File: src/isa_pkg.sv
// architectural constants and word/register types, referenced by scoped name
`default_nettype none

package isa_pkg;

    // data path width
    localparam int XLEN = 32;

    // data word or program counter
    typedef logic [XLEN-1:0] word_t;

    // architectural register file size
    localparam int NUM_REGS  = 32;
    localparam int REG_IDX_W = $clog2(NUM_REGS);

    // architectural register index
    typedef logic [REG_IDX_W-1:0] reg_idx_t;

    // x0, hardwired to zero, never renamed
    localparam reg_idx_t ZERO_REG = '0;

    // sequential pc step
    localparam word_t INST_BYTES = 4;

endpackage

`default_nettype wire

File: src/arch_regfile.sv
// architectural register file, written at retire, two combinational read ports
`default_nettype none
`timescale 1ns/100ps

module arch_regfile (
    input  wire logic              clock,
    input  wire logic              rst_n,

    input  wire logic              write_en,
    input  wire isa_pkg::reg_idx_t write_idx,
    input  wire isa_pkg::word_t    write_value,

    input  wire isa_pkg::reg_idx_t read_idx1,
    input  wire isa_pkg::reg_idx_t read_idx2,
    output isa_pkg::word_t         read_value1,
    output isa_pkg::word_t         read_value2
);

    isa_pkg::word_t regs [isa_pkg::NUM_REGS];

    // x0 reads as zero whatever is stored
    assign read_value1 = (read_idx1 == isa_pkg::ZERO_REG) ? '0 : regs[read_idx1];
    assign read_value2 = (read_idx2 == isa_pkg::ZERO_REG) ? '0 : regs[read_idx2];

    always_ff @(posedge clock or negedge rst_n) begin
        if (!rst_n) begin
            for (int i = 0; i < isa_pkg::NUM_REGS; i++) begin
                regs[i] <= '0;
            end
        end else if (write_en && (write_idx != isa_pkg::ZERO_REG)) begin
            regs[write_idx] <= write_value;
        end
    end

endmodule

`default_nettype wire

File: config.mk
export PLATFORM = sky130hd
export DESIGN_NAME = arch_regfile
export DESIGN_NICKNAME = d
export VERILOG_FILES = /design/src/isa_pkg.sv /design/src/arch_regfile.sv
export SDC_FILE = /design/constraint.sdc
export NUM_CORES = 2
export LEC_CHECK = 0
export BUFFER_PORTS_ARGS = -buffer_cell sky130_fd_sc_hd__buf_2
export CAP_MARGIN = 20
export CORE_UTILIZATION = 32
export CTS_CLUSTER_SIZE = 30
export DETAILED_ROUTE_END_ITERATION = 16
export PLACE_DENSITY = 0.48
export RECOVER_POWER = 100
export SLEW_MARGIN = 20
export SYNTH_ARGS = -nofsm -noshare
export SYNTH_HDL_FRONTEND = slang
export SYNTH_SLANG_ARGS = --single-unit
File: constraint.sdc
create_clock -name clock -period 1.75 [get_ports clock]
set_input_delay 0.2625 -clock clock [delete_from_list [all_inputs] [get_ports clock]]
set_output_delay 0.2625 -clock clock [all_outputs]
set_load 0.005 [all_outputs]
==> impl.org <==
** Status
- Status :: finished with violations
- The checks that failed: negative setup slack.

** Detailed routing
- For this run, the detailed router's first-pass iteration total came to 7.
- Drt wl/cell :: around 32 um
- DRC violation total after the first TritonRoute iteration :: 2767
- Once detail routing completed, the nets flagged for antenna violations numbered 0.
- Average vias per placed instance :: approximately 5.7
- Wire length reported by the detailed router :: slightly above 200000 um
- In the routed design, unresolved DRC markers number 0.
- The final route contains between 30000 and 40000 vias.

** Logic synthesis
- Synthesis inferred roughly 1000 register bits.
- Synth warnings :: 0
- Among all cell types in the netlist, the one instantiated most often is dfrtp_1.
- Post-synth EDFFs :: 0
- Counting every net in the synthesized netlist gives approximately 3700.
- A synthesized cell averages 15.21 um^2.
- In the post-synthesis netlist, the biggest area contributors are dfrtp_1, mux2_2, mux4_2.
- Yosys cell types :: 37
- Area share of the largest cell type after synthesis :: a little under half
- Leading post-synthesis cells by instance count :: dfrtp_1, mux2_2, mux4_2, clkbuf_1, mux2i_1
- Counting flops with an async set or reset pin after synthesis yields a share of 100.0%.
- Library cell occupying the most area in the post-synthesis netlist :: dfrtp_1
- Synthesis handed over a netlist of roughly 3600 instances.
- Post-synthesis cell area :: ~0.055 mm^2
- For this run, the leading register cell type out of synthesis is dfrtp_1.
- For this run, the register share of the synthesized area comes to a little under half.

** Place
- Routability cong. :: approximately 0.83
- The count of buffers added on input and output ports is 113.
- In this run the cell area measured after placement is approximately 0.063 mm^2.
- Pre-CTS WS :: -1.244 ns
- Detail Placement HPWL :: 134700 um

** Pwr
- Power spread over the standard cell area amounts to ~1100 mW/mm^2.
- Power share of the combinational group :: between 20% and 30%
- Pint :: about 53 mW
- Power after layout :: between 70 and 80 mW
- The analysis attributes to cell leakage a power of a little under 30 nW.
- Sequential share of power :: between 40% and 50%
- Worst voltage drop across the vdd grid :: about 0.0008 V
- Switching power :: approximately 21 mW
- The clock network is responsible for between 30% and 40% of the overall power.
- Net switching is between 20 and 30% of the power.

** Die
- In this run the count of I/O pins placed on the die edge is between 100 and 150.
- In this run the core area contains 151 standard-cell rows.
- The die covers roughly 0.17 mm^2.
- The core region is around 0.17 mm^2.
- For this configuration, the core starts out at a cell density of about a third.
- Height of the die :: ~420 um
- Measured along the x axis, the die boundary spans roughly 420 um.

** Timing
- Worst hold slack across all endpoints :: about 0.12 ns
- Setup violations remaining at the end of the flow were counted as 440.
- Measured against its own limit, the worst slew margin works out to 18.93%.
- On the final layout, the worst clock skew is 0 ns.
- Achievable Freq :: 364.1 MHz
- The total count of max-transition violations in the final report is 0.
- Setup repair after global routing could not meet its margin everywhere.
- For the finished layout, the period the worst path requires is approximately 2.7 ns.
- For the pin with the worst max-slew slack, the measured transition is ~1.2 ns.
- Final worst path period share :: 157.0%
- Across all setup checks in the final design, the least slack found is -0.9968 ns.
- Number of hold violations in the final report :: 0

** Clock tree
- Max clock buf depth :: 3
- CTS sink cnt :: approximately 1000
- CTS Root Buffer Type :: clkbuf_16
- H-Tree Level Count :: 3
- Clock latency of the later-clocked register in the worst-skew pair :: between 0.7 and 0.8 ns
- After clock tree synthesis, the clock-pin slew on the worst setup and hold paths is ~0.060 ns.
- TritonCTS built the clock tree.
- Counting the buffers created by CTS gives ~120.

** Global routing
- Entering global routing, the biggest net connects 110 pins.
- Vias in the first global route :: around 38000
- Initial antenna violation count :: 10
- Total congestion overflow after global routing :: 0
- In the global route stage, overall resource usage came out at approximately 23%.
- Wire length of the first global-routing pass :: approximately 290000 um

** Critical path
- Data arrival time of the critical path :: ~2.5 ns
- STA puts the critical path data required time at between 1 and 1.5 ns.
- Critical path endpoint category :: output port
- Reg-to-reg startpoint :: regs[869]
- The worst setup path is launched from a primary input.
- Start-to-end type of the worst setup path :: primary input to output port
- Worst Path Max Fanout :: 17
- The most critical setup path has its startpoint at read_idx2[1].

** Layout
- Once layout is complete, the utilization of the core stands at 39.97%.
- Final layout net count :: a little over 4000
- With fillers left out, the area of the finished cells amounts to 0.06797 mm^2.
- Regs by FF count :: regs: 1024 flops
- Final-layout fill cell count :: 15930
- Counting flops per register, the top entry is regs.
- The register with the most flip-flops in the layout has 1024 of them.
- P&R area growth vs syn :: 23.69%
- Fraction of final layout cells sized beyond drive strength 1 :: 63.08%

** Hold path
- The worst hold path begins at write_idx[0].
- Tightest Hold Check Type :: primary input to register

** Run
- Max-cap violations in this run came to 0.
==> path summary, 6_finish.rpt <==
path / endpoint / slack (ns) / cells past startpoint
setup / recovery: read_value2[30] / -1.0 / 7
hold / removal: regs[811] / 0.12 / 4
setup reg to reg: regs[869] / 0.73 / 3
hold reg to reg: regs[1007] / 0.40 / 0
max in group asynchronous: regs[620] / -0.15 / 4
min in group asynchronous: regs[860] / 0.93 / 3
==> metrics by stage <==
stage,cells,TNS (ns)
3_3_place_gp,6163,-187.06
4_1_cts,6365,-60.83
5_1_grt,6380,-152.62
6_report,6384,-90.02
2_1_floorplan,3613,-0.4319
3_5_place_dp,6163,-195.04
==> kinds of logic after synthesis <==
group | after synthesis | share of synthesized area [%]
flip-flops | 1024 | 46.63
multiplexers | 1632 | 42.71
AND/OR/NAND/NOR | 161 | 1.639
buffers and inverters | 427 | 4.203
AO/OA/AOI/OAI | 369 | 4.818
==> layer usage <==
layer  GRT usage [%]  up-vias  part of all wire, %
met5               0        -               0.0040
met4           6.705        2                  3.0
met3           3.342      299                  4.7
met2           37.82     1020                   48
met1           32.14    20030                   44
li1                -    15000                    -
==> area by class of cell <==
cell class              instances  area, um^2  area share [%]
diodes                          6       15.01         0.02209
clock buffers                 179        3500           5.149
clock inverters                31       380.4          0.5596
inverters                       2       12.51         0.01841
multi-input cells            2162       28790           42.35
flip-flops and latches       1024       25620           37.70
well taps                    2218        2775           4.083
repair buffers                762        6874           10.11
==> power groups by stage <==
stage | Clock [mW] | Combinational [mW] | Sequential [mW]
6_report | 25.0 | 16.9 | 31.4
5_1_grt | 26.5 | 18.1 | 32.0
4_1_cts | 25.6 | 16.6 | 31.3
3_5_place_dp | 0 | 15.7 | 31.7
3_3_place_gp | 0 | 15.5 | 31.6
2_1_floorplan | 0 | 10.5 | 30.6
==> cells in the final DEF (no fill, tap or decap), types with 37 or more instances in the layout <==
cell type,synthesis,layout
buf_2,126,97
mux2i_1,128,127
dfrtp_1,1024,1024
nand2_1,47,37
a311oi_2,0,39
clkbuf_1,193,49
buf_12,1,113
a211oi_2,0,51
mux4_2,393,440
nor2b_1,66,50
buf_4,68,429
clkbuf_4,0,37
mux2_2,981,936
mux2_1,75,75
mux2_4,0,45
clkbuf_16,0,116
o21ai_2,0,58
a22oi_1,64,49
==> worst max-delay path, cell delays in order <==
cell,delay [ns]
buf_8,0.19
buf_4,0.34
or4_4,0.24
buf_4,0.56
o21ai_2,0.16
a311oi_4,0.46
buf_2,0.20
==> what timing repair did <==
item	CTS	global route
hold buffers	2	0
pin swaps	65	73
gates resized for setup	282	157
hold endpoints to repair	1024	0
buffers inserted	17	17
setup endpoints to repair	64	64
(Power assumes the default switching activity.)
