--- src/isa_pkg.sv ---
// architectural constants and word/register types, referenced by scoped name
`default_nettype none

package isa_pkg;

    // data path width
    localparam int XLEN = 32;

    // data word or program counter
    typedef logic [XLEN-1:0] word_t;

    // architectural register file size
    localparam int NUM_REGS  = 32;
    localparam int REG_IDX_W = $clog2(NUM_REGS);

    // architectural register index
    typedef logic [REG_IDX_W-1:0] reg_idx_t;

    // x0, hardwired to zero, never renamed
    localparam reg_idx_t ZERO_REG = '0;

    // sequential pc step
    localparam word_t INST_BYTES = 4;

endpackage

`default_nettype wire

--- src/rob_pkg.sv ---
// reorder buffer depth default and entry layout, referenced by scoped name
`default_nettype none

package rob_pkg;

    // depth used by the core unless overridden at the top
    localparam int ROB_SIZE_DEFAULT = 16;

    // one in-flight instruction
    typedef struct packed {
        logic              valid;
        // result has come back on the cdb
        logic              ready;
        logic              store;
        // predicted direction from fetch
        logic              taken;
        // set at completion when outcome differs from prediction
        logic              mispred;
        logic              halt;
        isa_pkg::word_t    pc;
        isa_pkg::reg_idx_t dest;
        // result, or branch target for a branch
        isa_pkg::word_t    value;
    } rob_entry_t;

endpackage

`default_nettype wire

--- src/map_table.sv ---
// rename table: architectural register to in-flight reorder buffer tag
`default_nettype none
`timescale 1ns/100ps

module map_table #(
    parameter int rob_size = rob_pkg::ROB_SIZE_DEFAULT,
    localparam int tag_w = $clog2(rob_size)
) (
    input  wire logic              clock,
    input  wire logic              rst_n,

    input  wire logic              alloc,
    input  wire logic [tag_w-1:0]  alloc_tag,
    input  wire isa_pkg::reg_idx_t dispatch_dest,

    input  wire logic              retire_write,
    input  wire isa_pkg::reg_idx_t retire_dest,
    input  wire logic [tag_w-1:0]  head_tag,
    input  wire logic              squash,

    input  wire isa_pkg::reg_idx_t src1,
    input  wire isa_pkg::reg_idx_t src2,
    output logic                   src1_busy,
    output logic [tag_w-1:0]       src1_tag,
    output logic                   src2_busy,
    output logic [tag_w-1:0]       src2_tag
);

    logic             busy [isa_pkg::NUM_REGS];
    logic [tag_w-1:0] tags [isa_pkg::NUM_REGS];

    logic rename;
    logic release_ok;

    assign rename = alloc && (dispatch_dest != isa_pkg::ZERO_REG);

    // only the youngest producer may free the mapping
    assign release_ok = retire_write &&
                        (tags[retire_dest] == head_tag) &&
                        !(rename && (dispatch_dest == retire_dest));

    // lookup sees the map before this cycle's rename
    assign src1_busy = busy[src1];
    assign src1_tag  = tags[src1];
    assign src2_busy = busy[src2];
    assign src2_tag  = tags[src2];

    always_ff @(posedge clock or negedge rst_n) begin
        if (!rst_n) begin
            for (int i = 0; i < isa_pkg::NUM_REGS; i++) begin
                busy[i] <= 1'b0;
                tags[i] <= '0;
            end
        end else if (squash) begin
            for (int i = 0; i < isa_pkg::NUM_REGS; i++) begin
                busy[i] <= 1'b0;
            end
        end else begin
            if (release_ok) begin
                busy[retire_dest] <= 1'b0;
            end
            if (rename) begin
                busy[dispatch_dest] <= 1'b1;
                tags[dispatch_dest] <= alloc_tag;
            end
        end
    end

endmodule

`default_nettype wire

--- config.mk ---
export PLATFORM = sky130hd
export DESIGN_NAME = map_table
export DESIGN_NICKNAME = d
export VERILOG_FILES = /design/src/isa_pkg.sv /design/src/rob_pkg.sv /design/src/map_table.sv
export SDC_FILE = /design/constraint.sdc
export NUM_CORES = 1
export LEC_CHECK = 0
export BUFFER_PORTS_ARGS = -buffer_cell sky130_fd_sc_hd__buf_2
export CORE_ASPECT_RATIO = 1.1
export CORE_UTILIZATION = 25
export CTS_CLUSTER_SIZE = 25
export DETAILED_ROUTE_END_ITERATION = 8
export GPL_TIMING_DRIVEN = 1
export HOLD_SLACK_MARGIN = 0.06
export PLACE_DENSITY = 0.41
export SYNTH_ARGS = -nofsm -noshare
export SYNTH_HDL_FRONTEND = slang
export SYNTH_SLANG_ARGS = --single-unit
--- constraint.sdc ---
create_clock -name clock -period 3.3 [get_ports clock]
set_input_delay 0.66 -clock clock [delete_from_list [all_inputs] [get_ports clock]]
set_output_delay 0.66 -clock clock [all_outputs]
set_load 0.005 [all_outputs]
==> impl_metrics.csv <==
group,metric,value,unit
cells_and_area,final_area,11750,sq um
sta,slew_viol_final,0,
grt,grt_pass1_wl,51590,microns
floorplan,die_area,41340,sq um
setup_path,cp_slowest_cell,"mux4_2",
clock_network,path_clk_slew,0.06,ns
route,drt-total-wl,34590,microns
cells_and_area,fin_util,29.70,%
setup_path,cp.buffers_inverters,3,
sta,maxSlewHeadroom,47.15,%
route,dr.pass1.iters,4,
clock_network,cts_hold_buf,0,
placed_design,dp_hpwl,25570,microns
clock_network,clock_path_buffers,2,
floorplan,fp.dieW,194.0,microns
power_and_ir_drop,ir_drop,368.1,uV
placed_design,routabilityCongestion,0.8209,
cells_and_area,area.sequential,4004,sq um
cells_and_area,drive_gt1_share,43.47,%
route,viasPerCell,5.447,
grt,grt_max_degree,62,
route,drc_errors,0,
synthesis,async_flop_share,100.0,%
sta,period_share,97.04,%
grt,antenna_found_initial,0,
synthesis,synthCells,765,
synthesis,yosysTopAreaCellShare,39.52,%
cells_and_area,final_nets,832,
floorplan,start_util,25.61,%
synthesis,netlist-cell-type-count,45,
placed_design,placed_area,11170,sq um
run_status,status,"finished, final reports clean",
route,vias,7184,
sta,finalSetupViolCount,0,
setup_path,start_kind,"input pin",
clock_network,cts_resized,0,
sta,min_period,3.202,ns
cells_and_area,fill_cells,4034,
power_and_ir_drop,p_total,5.440,mW
clock_network,h-tree-depth,4,
grt,grt_usage,17.25,%
route,drtIter0Drc,643,
synthesis,syn-cell-area,10130,sq um
sta,timing.fmax,312.3,MHz
run,cap_violations,0,
floorplan,io_pins,43,
cells_and_area,diodes,0,
setup_path,crit_family,"multiplexers",
clock_network,post_cts_buffers,0,
synthesis,synth_edf_count,0,
route,routedWlPerCell,26.23,microns
sta,final_hold_viol_count,0,
synthesis,yosysMostFrequentCell,"dfrtp_1",
clock_network,clock_tree.root_cell,"clkbuf_16",
sta,rsz0062_at_grt,"no",
clock_network,cts-buffers-inserted,17,
setup_path,startpoint,"src1[1]",
power_and_ir_drop,leakage,5.009,nW
grt,grt_pass1_vias,7358,
clock_network,insertion_delay,0.45,ns
synthesis,yosysTopAreaCell,"dfrtp_1",
synthesis,ys_top_cells_by_area,"dfrtp_1 40%, mux4_2 22%, mux2_2 15%",
synthesis,synth_ff_type,"dfrtp_1",
synthesis,postSynthAreaPerCell,13.24,sq um
sta,finalClockSkew,0.01252,ns
clock_network,cts_tree,"built",
floorplan,die_h,213.1,microns
grt,grt_overflow_total,0,
power_and_ir_drop,power_density,463.0,nW/um^2
sta,fin_tns_setup,0,ns
synthesis,synth-seq-cells,160,
setup_path,crit_fanout,12,
worst_hold_path,hp-class,"input pin to asynchronous set/reset pin",
cells_and_area,multi_input_area,5819,sq um
setup_path,path_cells,"buf_2 -> buf_4 -> mux4_2 -> mux4_2 -> mux2_2 -> buf_2",
sta,worst-slew-pin-transition,0.7919,ns
clock_network,cts_sinks,160,
setup_path,r2r_start,"tags[91]$_DFFE_PN0P_",
setup_path,arrival,2.54,ns
setup_path,end_kind,"primary output",
setup_path,critPathKind,"input pin to primary output",
floorplan,core-area,39560,sq um
cells_and_area,synthToLayoutAreaGrowth,15.97,%
placed_design,portBuffers,42,
synthesis,synth_warnings,0,
floorplan,rows,76,
synthesis,synthTopCellsByCount,"160 x dfrtp_1, 134 x mux2_2, 100 x mux4_2",
setup_path,max_stage_delay,0.47,ns
synthesis,syn_nets,798,
synthesis,ys_seq_area_share,39.52,%
route,ant_nets,0,
setup_path,cp.required,2.64,ns
## metal layers
| metal | track usage, % | share of wire, % | vias to the layer above |
|---|---|---|---|
| li1 | - | - | 3097 |
| met1 | 22.24 | 44 | 3865 |
| met5 | 0 | 0 | - |
| met3 | 2.243 | 3.4 | 51 |
| met4 | 7.526 | 3.3 | 0 |
| met2 | 29.13 | 49 | 171 |
## logic make-up after synthesis
kind of cell | Yosys count | synth area share [%]
xor+xnor | 6 | 0.5186
buf+inv | 74 | 3.050
simple gates | 137 | 7.743
compound gates | 90 | 5.730
mux | 298 | 43.44
flops | 160 | 39.52
## worst paths after layout
kind / endpoint / slack, ns / depth (start not counted)
worst max-delay path: src1_tag[3] / 0.1 / 6
worst min-delay path: tags[21]$_DFFE_PN0P_ / 0.21 / 1
worst max register to register: busy[31]$_DFF_PN0_ / 0.95 / 8
worst min register to register: tags[126]$_DFFE_PN0P_ / 0.44 / 0
max in group asynchronous: busy[20]$_DFF_PN0_ / 2.34 / 2
min in group clock: busy[31]$_DFF_PN0_ / 0.41 / 2
## flip-flops by register name, indices dropped and copies added, names as in the netlist
register,flops
busy,32
tags,128
## through the flow
stage | hold WS [ns] | std cells | setup slack [ns]
finish | 0.2139 | 1319 | 0.09768
global route | 0.2655 | 1319 | 0.03652
CTS | 0.2379 | 1319 | 0.09112
detailed placement | 0.4172 | 1287 | 0.08665
global placement | 0.4177 | 1287 | 0.08943
floorplan | 0.3644 | 765 | 0.02831
## layout by cell type, fill, tap and decap left out, drive strengths merged, types with 16 or more instances in the layout
| master | instances |
|---|---|
| buf | 83 |
| a22oi | 16 |
| nand2 | 35 |
| mux2i | 64 |
| mux4 | 100 |
| clkbuf | 20 |
| o22ai | 32 |
| a21oi | 20 |
| mux2 | 134 |
| nor2 | 25 |
| dfrtp | 160 |
## cell type report
type | count | area share, %
Clock buffer | 20 | 3.887
Clock inverter | 12 | 1.054
Inverter | 6 | 0.1917
Multi-Input combinational cell | 531 | 49.53
Sequential cell | 160 | 34.08
Tap cell | 507 | 5.399
Timing Repair Buffer | 83 | 5.867
## report_power, final
group | internal, mW | total, mW | switching (mW)
sequential | 2.17 | 2.39 | 0.229
clock | 1.09 | 1.99 | 0.891
combinational | 0.580 | 1.06 | 0.480
total | 3.84 | 5.44 | 1.60
Note: power is estimated with default switching activity, not from simulation.
