==> src/isa_pkg.sv <==
// architectural constants and word/register types, referenced by scoped name
`default_nettype none

package isa_pkg;

    // data path width
    localparam int XLEN = 32;

    // data word or program counter
    typedef logic [XLEN-1:0] word_t;

    // architectural register file size
    localparam int NUM_REGS  = 32;
    localparam int REG_IDX_W = $clog2(NUM_REGS);

    // architectural register index
    typedef logic [REG_IDX_W-1:0] reg_idx_t;

    // x0, hardwired to zero, never renamed
    localparam reg_idx_t ZERO_REG = '0;

    // sequential pc step
    localparam word_t INST_BYTES = 4;

endpackage

`default_nettype wire

==> src/rob_pkg.sv <==
// reorder buffer depth default and entry layout, referenced by scoped name
`default_nettype none

package rob_pkg;

    // depth used by the core unless overridden at the top
    localparam int ROB_SIZE_DEFAULT = 16;

    // one in-flight instruction
    typedef struct packed {
        logic              valid;
        // result has come back on the cdb
        logic              ready;
        logic              store;
        // predicted direction from fetch
        logic              taken;
        // set at completion when outcome differs from prediction
        logic              mispred;
        logic              halt;
        isa_pkg::word_t    pc;
        isa_pkg::reg_idx_t dest;
        // result, or branch target for a branch
        isa_pkg::word_t    value;
    } rob_entry_t;

endpackage

`default_nettype wire

==> src/rob.sv <==
// circular reorder buffer: dispatch at tail, cdb completion, in-order retire and squash
`default_nettype none
`timescale 1ns/100ps

module rob #(
    parameter int rob_size = rob_pkg::ROB_SIZE_DEFAULT,
    localparam int tag_w = $clog2(rob_size)
) (
    input  wire logic              clock,
    input  wire logic              rst_n,

    // dispatch side
    input  wire logic              dispatch_valid,
    input  wire isa_pkg::word_t    dispatch_pc,
    input  wire isa_pkg::reg_idx_t dispatch_dest,
    input  wire logic              dispatch_store,
    input  wire logic              dispatch_taken,
    input  wire logic              dispatch_halt,

    // completion bus
    input  wire logic              cdb_valid,
    input  wire logic [tag_w-1:0]  cdb_tag,
    input  wire isa_pkg::word_t    cdb_value,
    input  wire logic              cdb_taken,

    // store queue acknowledge level
    input  wire logic              store_ack,

    // operand read ports
    input  wire logic [tag_w-1:0]  rd_tag1,
    input  wire logic [tag_w-1:0]  rd_tag2,
    output logic                   rd_ready1,
    output logic                   rd_ready2,
    output isa_pkg::word_t         rd_value1,
    output isa_pkg::word_t         rd_value2,

    output logic                   rob_full,
    output logic                   alloc,
    output logic [tag_w-1:0]       alloc_tag,
    output logic [tag_w-1:0]       head_tag,

    // retire side
    output logic                   retire_valid,
    output logic                   retire_write,
    output isa_pkg::reg_idx_t      retire_dest,
    output isa_pkg::word_t         retire_value,
    output isa_pkg::word_t         retire_next_pc,

    output logic                   store_commit,
    output logic                   squash,
    output isa_pkg::word_t         target_pc,
    output logic                   halt
);

    rob_pkg::rob_entry_t entries [rob_size];

    logic [tag_w-1:0] head;
    logic [tag_w-1:0] tail;
    // one extra bit so a full buffer is distinguishable from empty
    logic [tag_w:0]   count;

    rob_pkg::rob_entry_t head_entry;

    //////////////////////////////////////////////////////////////////////
    // combinational status and retire decision
    //////////////////////////////////////////////////////////////////////

    assign head_entry = entries[head];

    assign rob_full  = (count == (tag_w + 1)'(rob_size));
    assign alloc     = dispatch_valid && !rob_full;
    assign alloc_tag = tail;
    assign head_tag  = head;

    // halt goes without completion, stores wait for the queue
    assign retire_valid = head_entry.valid &&
                          ((head_entry.ready && (!head_entry.store || store_ack)) ||
                           head_entry.halt);

    assign retire_write   = retire_valid && (head_entry.dest != isa_pkg::ZERO_REG);
    assign retire_dest    = head_entry.dest;
    assign retire_value   = head_entry.value;
    assign retire_next_pc = head_entry.pc + isa_pkg::INST_BYTES;

    assign store_commit = retire_valid && head_entry.store;
    assign halt         = retire_valid && head_entry.halt;
    assign squash       = retire_valid && head_entry.mispred;

    // predicted taken means the fall-through path was the right one
    assign target_pc = head_entry.taken ? retire_next_pc : head_entry.value;

    // operand lookup by tag
    assign rd_ready1 = entries[rd_tag1].ready;
    assign rd_ready2 = entries[rd_tag2].ready;
    assign rd_value1 = entries[rd_tag1].value;
    assign rd_value2 = entries[rd_tag2].value;

    //////////////////////////////////////////////////////////////////////
    // entry array, pointers and occupancy
    //////////////////////////////////////////////////////////////////////

    always_ff @(posedge clock or negedge rst_n) begin
        if (!rst_n) begin
            head  <= '0;
            tail  <= '0;
            count <= '0;
            for (int i = 0; i < rob_size; i++) begin
                entries[i] <= '0;
            end
        end else if (squash) begin
            // whole window is on the wrong path
            head  <= '0;
            tail  <= '0;
            count <= '0;
            for (int i = 0; i < rob_size; i++) begin
                entries[i] <= '0;
            end
        end else begin
            // completion, ignored for freed slots
            if (cdb_valid && entries[cdb_tag].valid) begin
                entries[cdb_tag].ready   <= 1'b1;
                entries[cdb_tag].value   <= cdb_value;
                entries[cdb_tag].mispred <= (cdb_taken != entries[cdb_tag].taken);
            end

            if (retire_valid) begin
                entries[head] <= '0;
                head <= (head == tag_w'(rob_size - 1)) ? '0 : head + 1'b1;
            end

            if (alloc) begin
                entries[tail].valid   <= 1'b1;
                entries[tail].ready   <= 1'b0;
                entries[tail].store   <= dispatch_store;
                entries[tail].taken   <= dispatch_taken;
                entries[tail].mispred <= 1'b0;
                entries[tail].halt    <= dispatch_halt;
                entries[tail].pc      <= dispatch_pc;
                entries[tail].dest    <= dispatch_dest;
                entries[tail].value   <= '0;
                tail <= (tail == tag_w'(rob_size - 1)) ? '0 : tail + 1'b1;
            end

            // occupancy holds when one goes in and one goes out
            case ({alloc, retire_valid})
                2'b10:   count <= count + 1'b1;
                2'b01:   count <= count - 1'b1;
                default: count <= count;
            endcase
        end
    end

endmodule

`default_nettype wire

==> config.mk <==
export PLATFORM = sky130hd
export DESIGN_NAME = rob
export DESIGN_NICKNAME = d
export VERILOG_FILES = /design/src/isa_pkg.sv /design/src/rob_pkg.sv /design/src/rob.sv
export SDC_FILE = /design/constraint.sdc
export NUM_CORES = 2
export LEC_CHECK = 0
export BUFFER_PORTS_ARGS = -buffer_cell sky130_fd_sc_hd__buf_2
export CAP_MARGIN = 20
export CORE_ASPECT_RATIO = 0.5
export CORE_MARGIN = 2
export CORE_UTILIZATION = 45
export CTS_CLUSTER_DIAMETER = 100
export DETAILED_ROUTE_END_ITERATION = 16
export GPL_TIMING_DRIVEN = 0
export PLACE_DENSITY = 0.65
export REMOVE_ABC_BUFFERS = 1
export SLEW_MARGIN = 25
export SYNTH_ARGS = -nofsm -noshare
export SYNTH_HDL_FRONTEND = slang
export SYNTH_SLANG_ARGS = --single-unit
==> constraint.sdc <==
create_clock -name clock -period 3.9 [get_ports clock]
set_clock_uncertainty 0.15 [all_clocks]
set_input_delay 0.195 -clock clock [delete_from_list [all_inputs] [get_ports clock]]
set_output_delay 0.195 -clock clock [all_outputs]
set_load 0.01 [all_outputs]
==> summary.txt <==
Power
  • Combinational share of power: 51.0%
  • Pint: 39.98 mW
  • Cell leakage power: 39.83 nW
  • Net Sw Frac: 40.65%
  • Clock share of power: 18.4%
  • Pwr Total: 67.36 mW
  • Peak supply drop: 0.0005826 V
  • Switching pwr: 27.38 mW
  • PD cells: 836.9 nW/um^2
  • Seq pwr share: 30.6%

Worst setup path
  • Critical path origin: head_tag[1]$_DFFE_PN0P_
  • Critical R2R Launch: head_tag[0]$_DFFE_PN0P_
  • Critical path peak fanout: 8
  • Reg-to-Reg End: count[4]$_DFFE_PN0P_
  • Crit-path slowest cell: dfrtp_4
  • Critical path data required time: 3.56 ns
  • Crit path DAT: 4.38 ns
  • Crit-path cells: buf_16 > buf_16 > buf_16 > mux4_2 > mux4_2 > a21boi_4 > nand3_4 > nor4_4 > buf_12 > nand4_1 > xnor2_4 > mux2_4 > buf_6
  • Reg2reg path depth: 16
  • CP Launch Type: flip-flop
  • CP endpoint kind: output pin
  • Path length in cells of the critical path: 13
  • R2r setup slk: -0.72 ns
  • WP buf/inv: 5
  • Setup CP Type: reg2out
  • Cell family with most CP delay: multiplexers
  • Crit-path max cell delay: 0.51 ns
  • Worst Setup EP: target_pc[19]
  • Critical Path Most Common Cell: buf_16

Yosys
  • Synth cell types: 74
  • Number of synthesis warnings: 0
  • Post-synth top cells: dfrtp_1, nor2_1, mux4_2
  • Share of the synthesized area in the top cell type: 46.00%
  • Most numerous cell in the Yosys netlist: dfrtp_1
  • Largest family of logic cells by synthesized area: multiplexers
  • Register area share after synthesis: 46.00%
  • Ys async rst share: 100.0%
  • Syn_area_per_cell: 12.97 um^2
  • Synth area leaders: dfrtp_1, mux4_2, mux2i_1, nor2_1, a22oi_1
  • Area leader, netlist: dfrtp_1
  • Mux cell area share after synthesis: 32.41%
  • Area of the mapped netlist: 65980 um^2
  • Adder-Cell Fraction of Synth Area: 0.2086%
  • Synth Area in Compound Gates: 8.882%
  • Simple-gate share of the synthesized area: 7.445%
  • Post-synth EDFFs: 0
  • Seq cells post-synth: 1213
  • Synth Area in XOR/XNOR: 0.4380%
  • Gate Count Post-Synth: 5086
  • Most used flip-flop cell after synthesis: dfrtp_1

Die
  • Core Region: 145700 um^2
  • Number of I/O pins: 272
  • Die area: 149900 um^2
  • Die height: 274.8 um
  • Std cell rows: 99
  • Die W: 545.5 um
  • Initial cell density of the core: 45.30%

Place
  • Post-DP HPWL: 144.8 mm
  • Port-buffer cells: 271
  • Number of instances in the placed design: 6876
  • Final Wtd Congestion: 0.8305

Drt
  • Vias post-DR: 53.02k
  • Routed WL: 265.7 mm
  • TritonRoute pass-1 iters: 6
  • Detailed Route Iter0 Violations: 8017
  • Post-route ant nets: 0
  • Routed vias/inst: 7.112
  • Routed len/inst: 35.64 um
  • Drc violations: 0

Clock network
  • TritonCTS sink count: 1213
  • CTS tree: built
  • Clk Latency, worst-skew pair: 0.78 ns
  • Clock transition at path regs: 0.08 ns
  • CTS HTree Levels: 3
  • Total CTS buffers: 117
  • Clock Tree Buf Depth: 3
  • Clock root buffer: clkbuf_16

Job
  • Maxcap violations: 0

STA
  • # setup viols final: 795
  • Worst Max-Slew Pin Slew: 0.9886 ns
  • Setup slack after layout: -0.8232 ns
  • RSZ-0062 raised after global routing: true
  • Final worst-path cycle share: 121.1%
  • Maximum clock rate: 211.7 MHz
  • Count of final max-slew check failures: 0
  • Rel. slew slack: 33.74%
  • Final hold vios: 0
  • Fin crit period: 4.723 ns
  • Post-Route Setup TNS: -135.32 ns

Finish
  • Final net count: 5470
  • Area grow syn2layout: 21.98%
  • Layout cells sized above 1: 32.55%
  • Util after Layout: 55.25%
  • Non-filler cells, final: 7455

Outcome
  • Status: complete, but fails checks
  • Failing checks: setup timing

Global routing
  • Initial antenna violation count: 19
  • GRT overflow: 0
  • Vias in the first global route: 52.40k
  • First-pass GRT wire length: 366.5 mm
  • GRT Util Overall: 33.35%
  • Largest net degree at the start of global routing: 136

Min path
  • Worst min path class: in2reg
-- layer usage --
layer	part of all wire (%)	vias up	GRT usage [%]
li1	-	19820	-
met1	34	27210	40.78
met2	44	4604	50.92
met3	14	1380	11.46
met4	8.2	4	21.60
met5	0.013	-	0
-- area by class of cell --
class                   instances  area (um^2)
flip-flops and latches       1213        30370
repair inverters                4        42.54
clock inverters                50        618.1
well taps                    1969         2464
multi-input cells            3274        34520
diodes                         15        37.54
repair buffers                730         8782
clock buffers                 171         3463
fillers                     11270        65180
inverters                      29        187.7
-- power by group through the flow --
| stage | Sequential (mW) | Clock (mW) | Combinational (mW) |
|---|---|---|---|
| 2_1_floorplan | 20.7 | 0 | 15.8 |
| 3_3_place_gp | 22.0 | 0 | 23.2 |
| 3_5_place_dp | 20.6 | 0 | 26.3 |
| 4_1_cts | 20.3 | 12.3 | 30.4 |
| 5_1_grt | 21.1 | 12.9 | 35.1 |
| 6_report | 20.6 | 12.4 | 34.4 |
-- logic make-up (layout without fill, tap and decap cells) --
family                   count (synthesis)  count (layout)
multiplexers                          1255            1255
other                                    0              15
adder cells (fa/ha/maj)                 11              11
XOR/XNOR                                33              33
AO/OA/AOI/OAI                          755             755
buffers and inverters                  617             984
AND/OR/NAND/NOR                       1202            1220
flip-flops                            1213            1213
-- tightest hold or removal path, stage by stage --
cell     delay (ns)
buf_2          0.10
nor3_1         0.07
o31ai_4        0.30
nand2_4        0.07
buf_6          0.13
nand2_1        0.05
o21ai_0        0.07
-- flip-flops by register name (all words and copies together) (netlist names) --
signal	count
entries	1200
count	5
alloc_tag	4
head_tag	4
-- worst min-delay path by stage --
stage	end	start	slack, ns	cells past startpoint
2_1_floorplan	alloc_tag[0]$_DFFE_PN0P_	rst_n	-0.25	0
3_3_place_gp	entries[501]$_DFF_PN0_	entries[501]$_DFF_PN0_	0.33	1
3_5_place_dp	entries[199]$_DFF_PN0_	rst_n	-0.04	1
4_1_cts	head_tag[1]$_DFFE_PN0P_	store_ack	0.07	6
5_1_grt	head_tag[0]$_DFFE_PN0P_	store_ack	0.12	7
6_report	head_tag[0]$_DFFE_PN0P_	store_ack	0.09	7
-- per-stage QoR --
step / setup slack, ns / cell area, um^2 / hold WS [ns]
global placement: -31.83 / 66870 / 0.3299
finish: -0.8232 / 80490 / 0.09358
global route: -0.8587 / 80470 / 0.1227
detailed placement: -2.479 / 70600 / -0.03654
CTS: -0.6358 / 78470 / 0.07459
floorplan: -16.23 / 63050 / -0.2506
-- timing repair --
| action | in CTS | in global routing |
|---|---|---|
| hold buffers | 77 | 0 |
| setup buffers | 121 | 98 |
| endpoints found under the hold margin | 1591 | 0 |
| endpoints found under the setup margin | 1313 | 972 |
| pin swaps | 52 | 59 |
| gates cloned | 33 | 23 |
| resized for setup | 223 | 148 |
-- cell usage in the layout, fill, tap and decap left out, drive strengths merged, types with 2 or more instances in the layout --
master          n
dfrtp        1213
nor2         1003
mux4          688
buf           627
mux2i         533
a22oi         472
a22o          215
clkbuf        185
nand2          87
dlygate4sd3    76
a21oi          37
clkinv         34
mux2           34
inv            34
and2           22
nand4          21
xnor2          20
nand3          20
nor2b          17
nor3           17
diode          15
bufinv         13
bufbuf         13
xor2           13
o21ai          11
ha             11
and3            9
nand2b          8
a31oi           6
a221oi          3
or2             3
and4            2
nor4            2
nand4b          2
clkinvlp        2
nand3b          2
o211ai          2
Note: power is estimated with default switching activity, not from simulation.
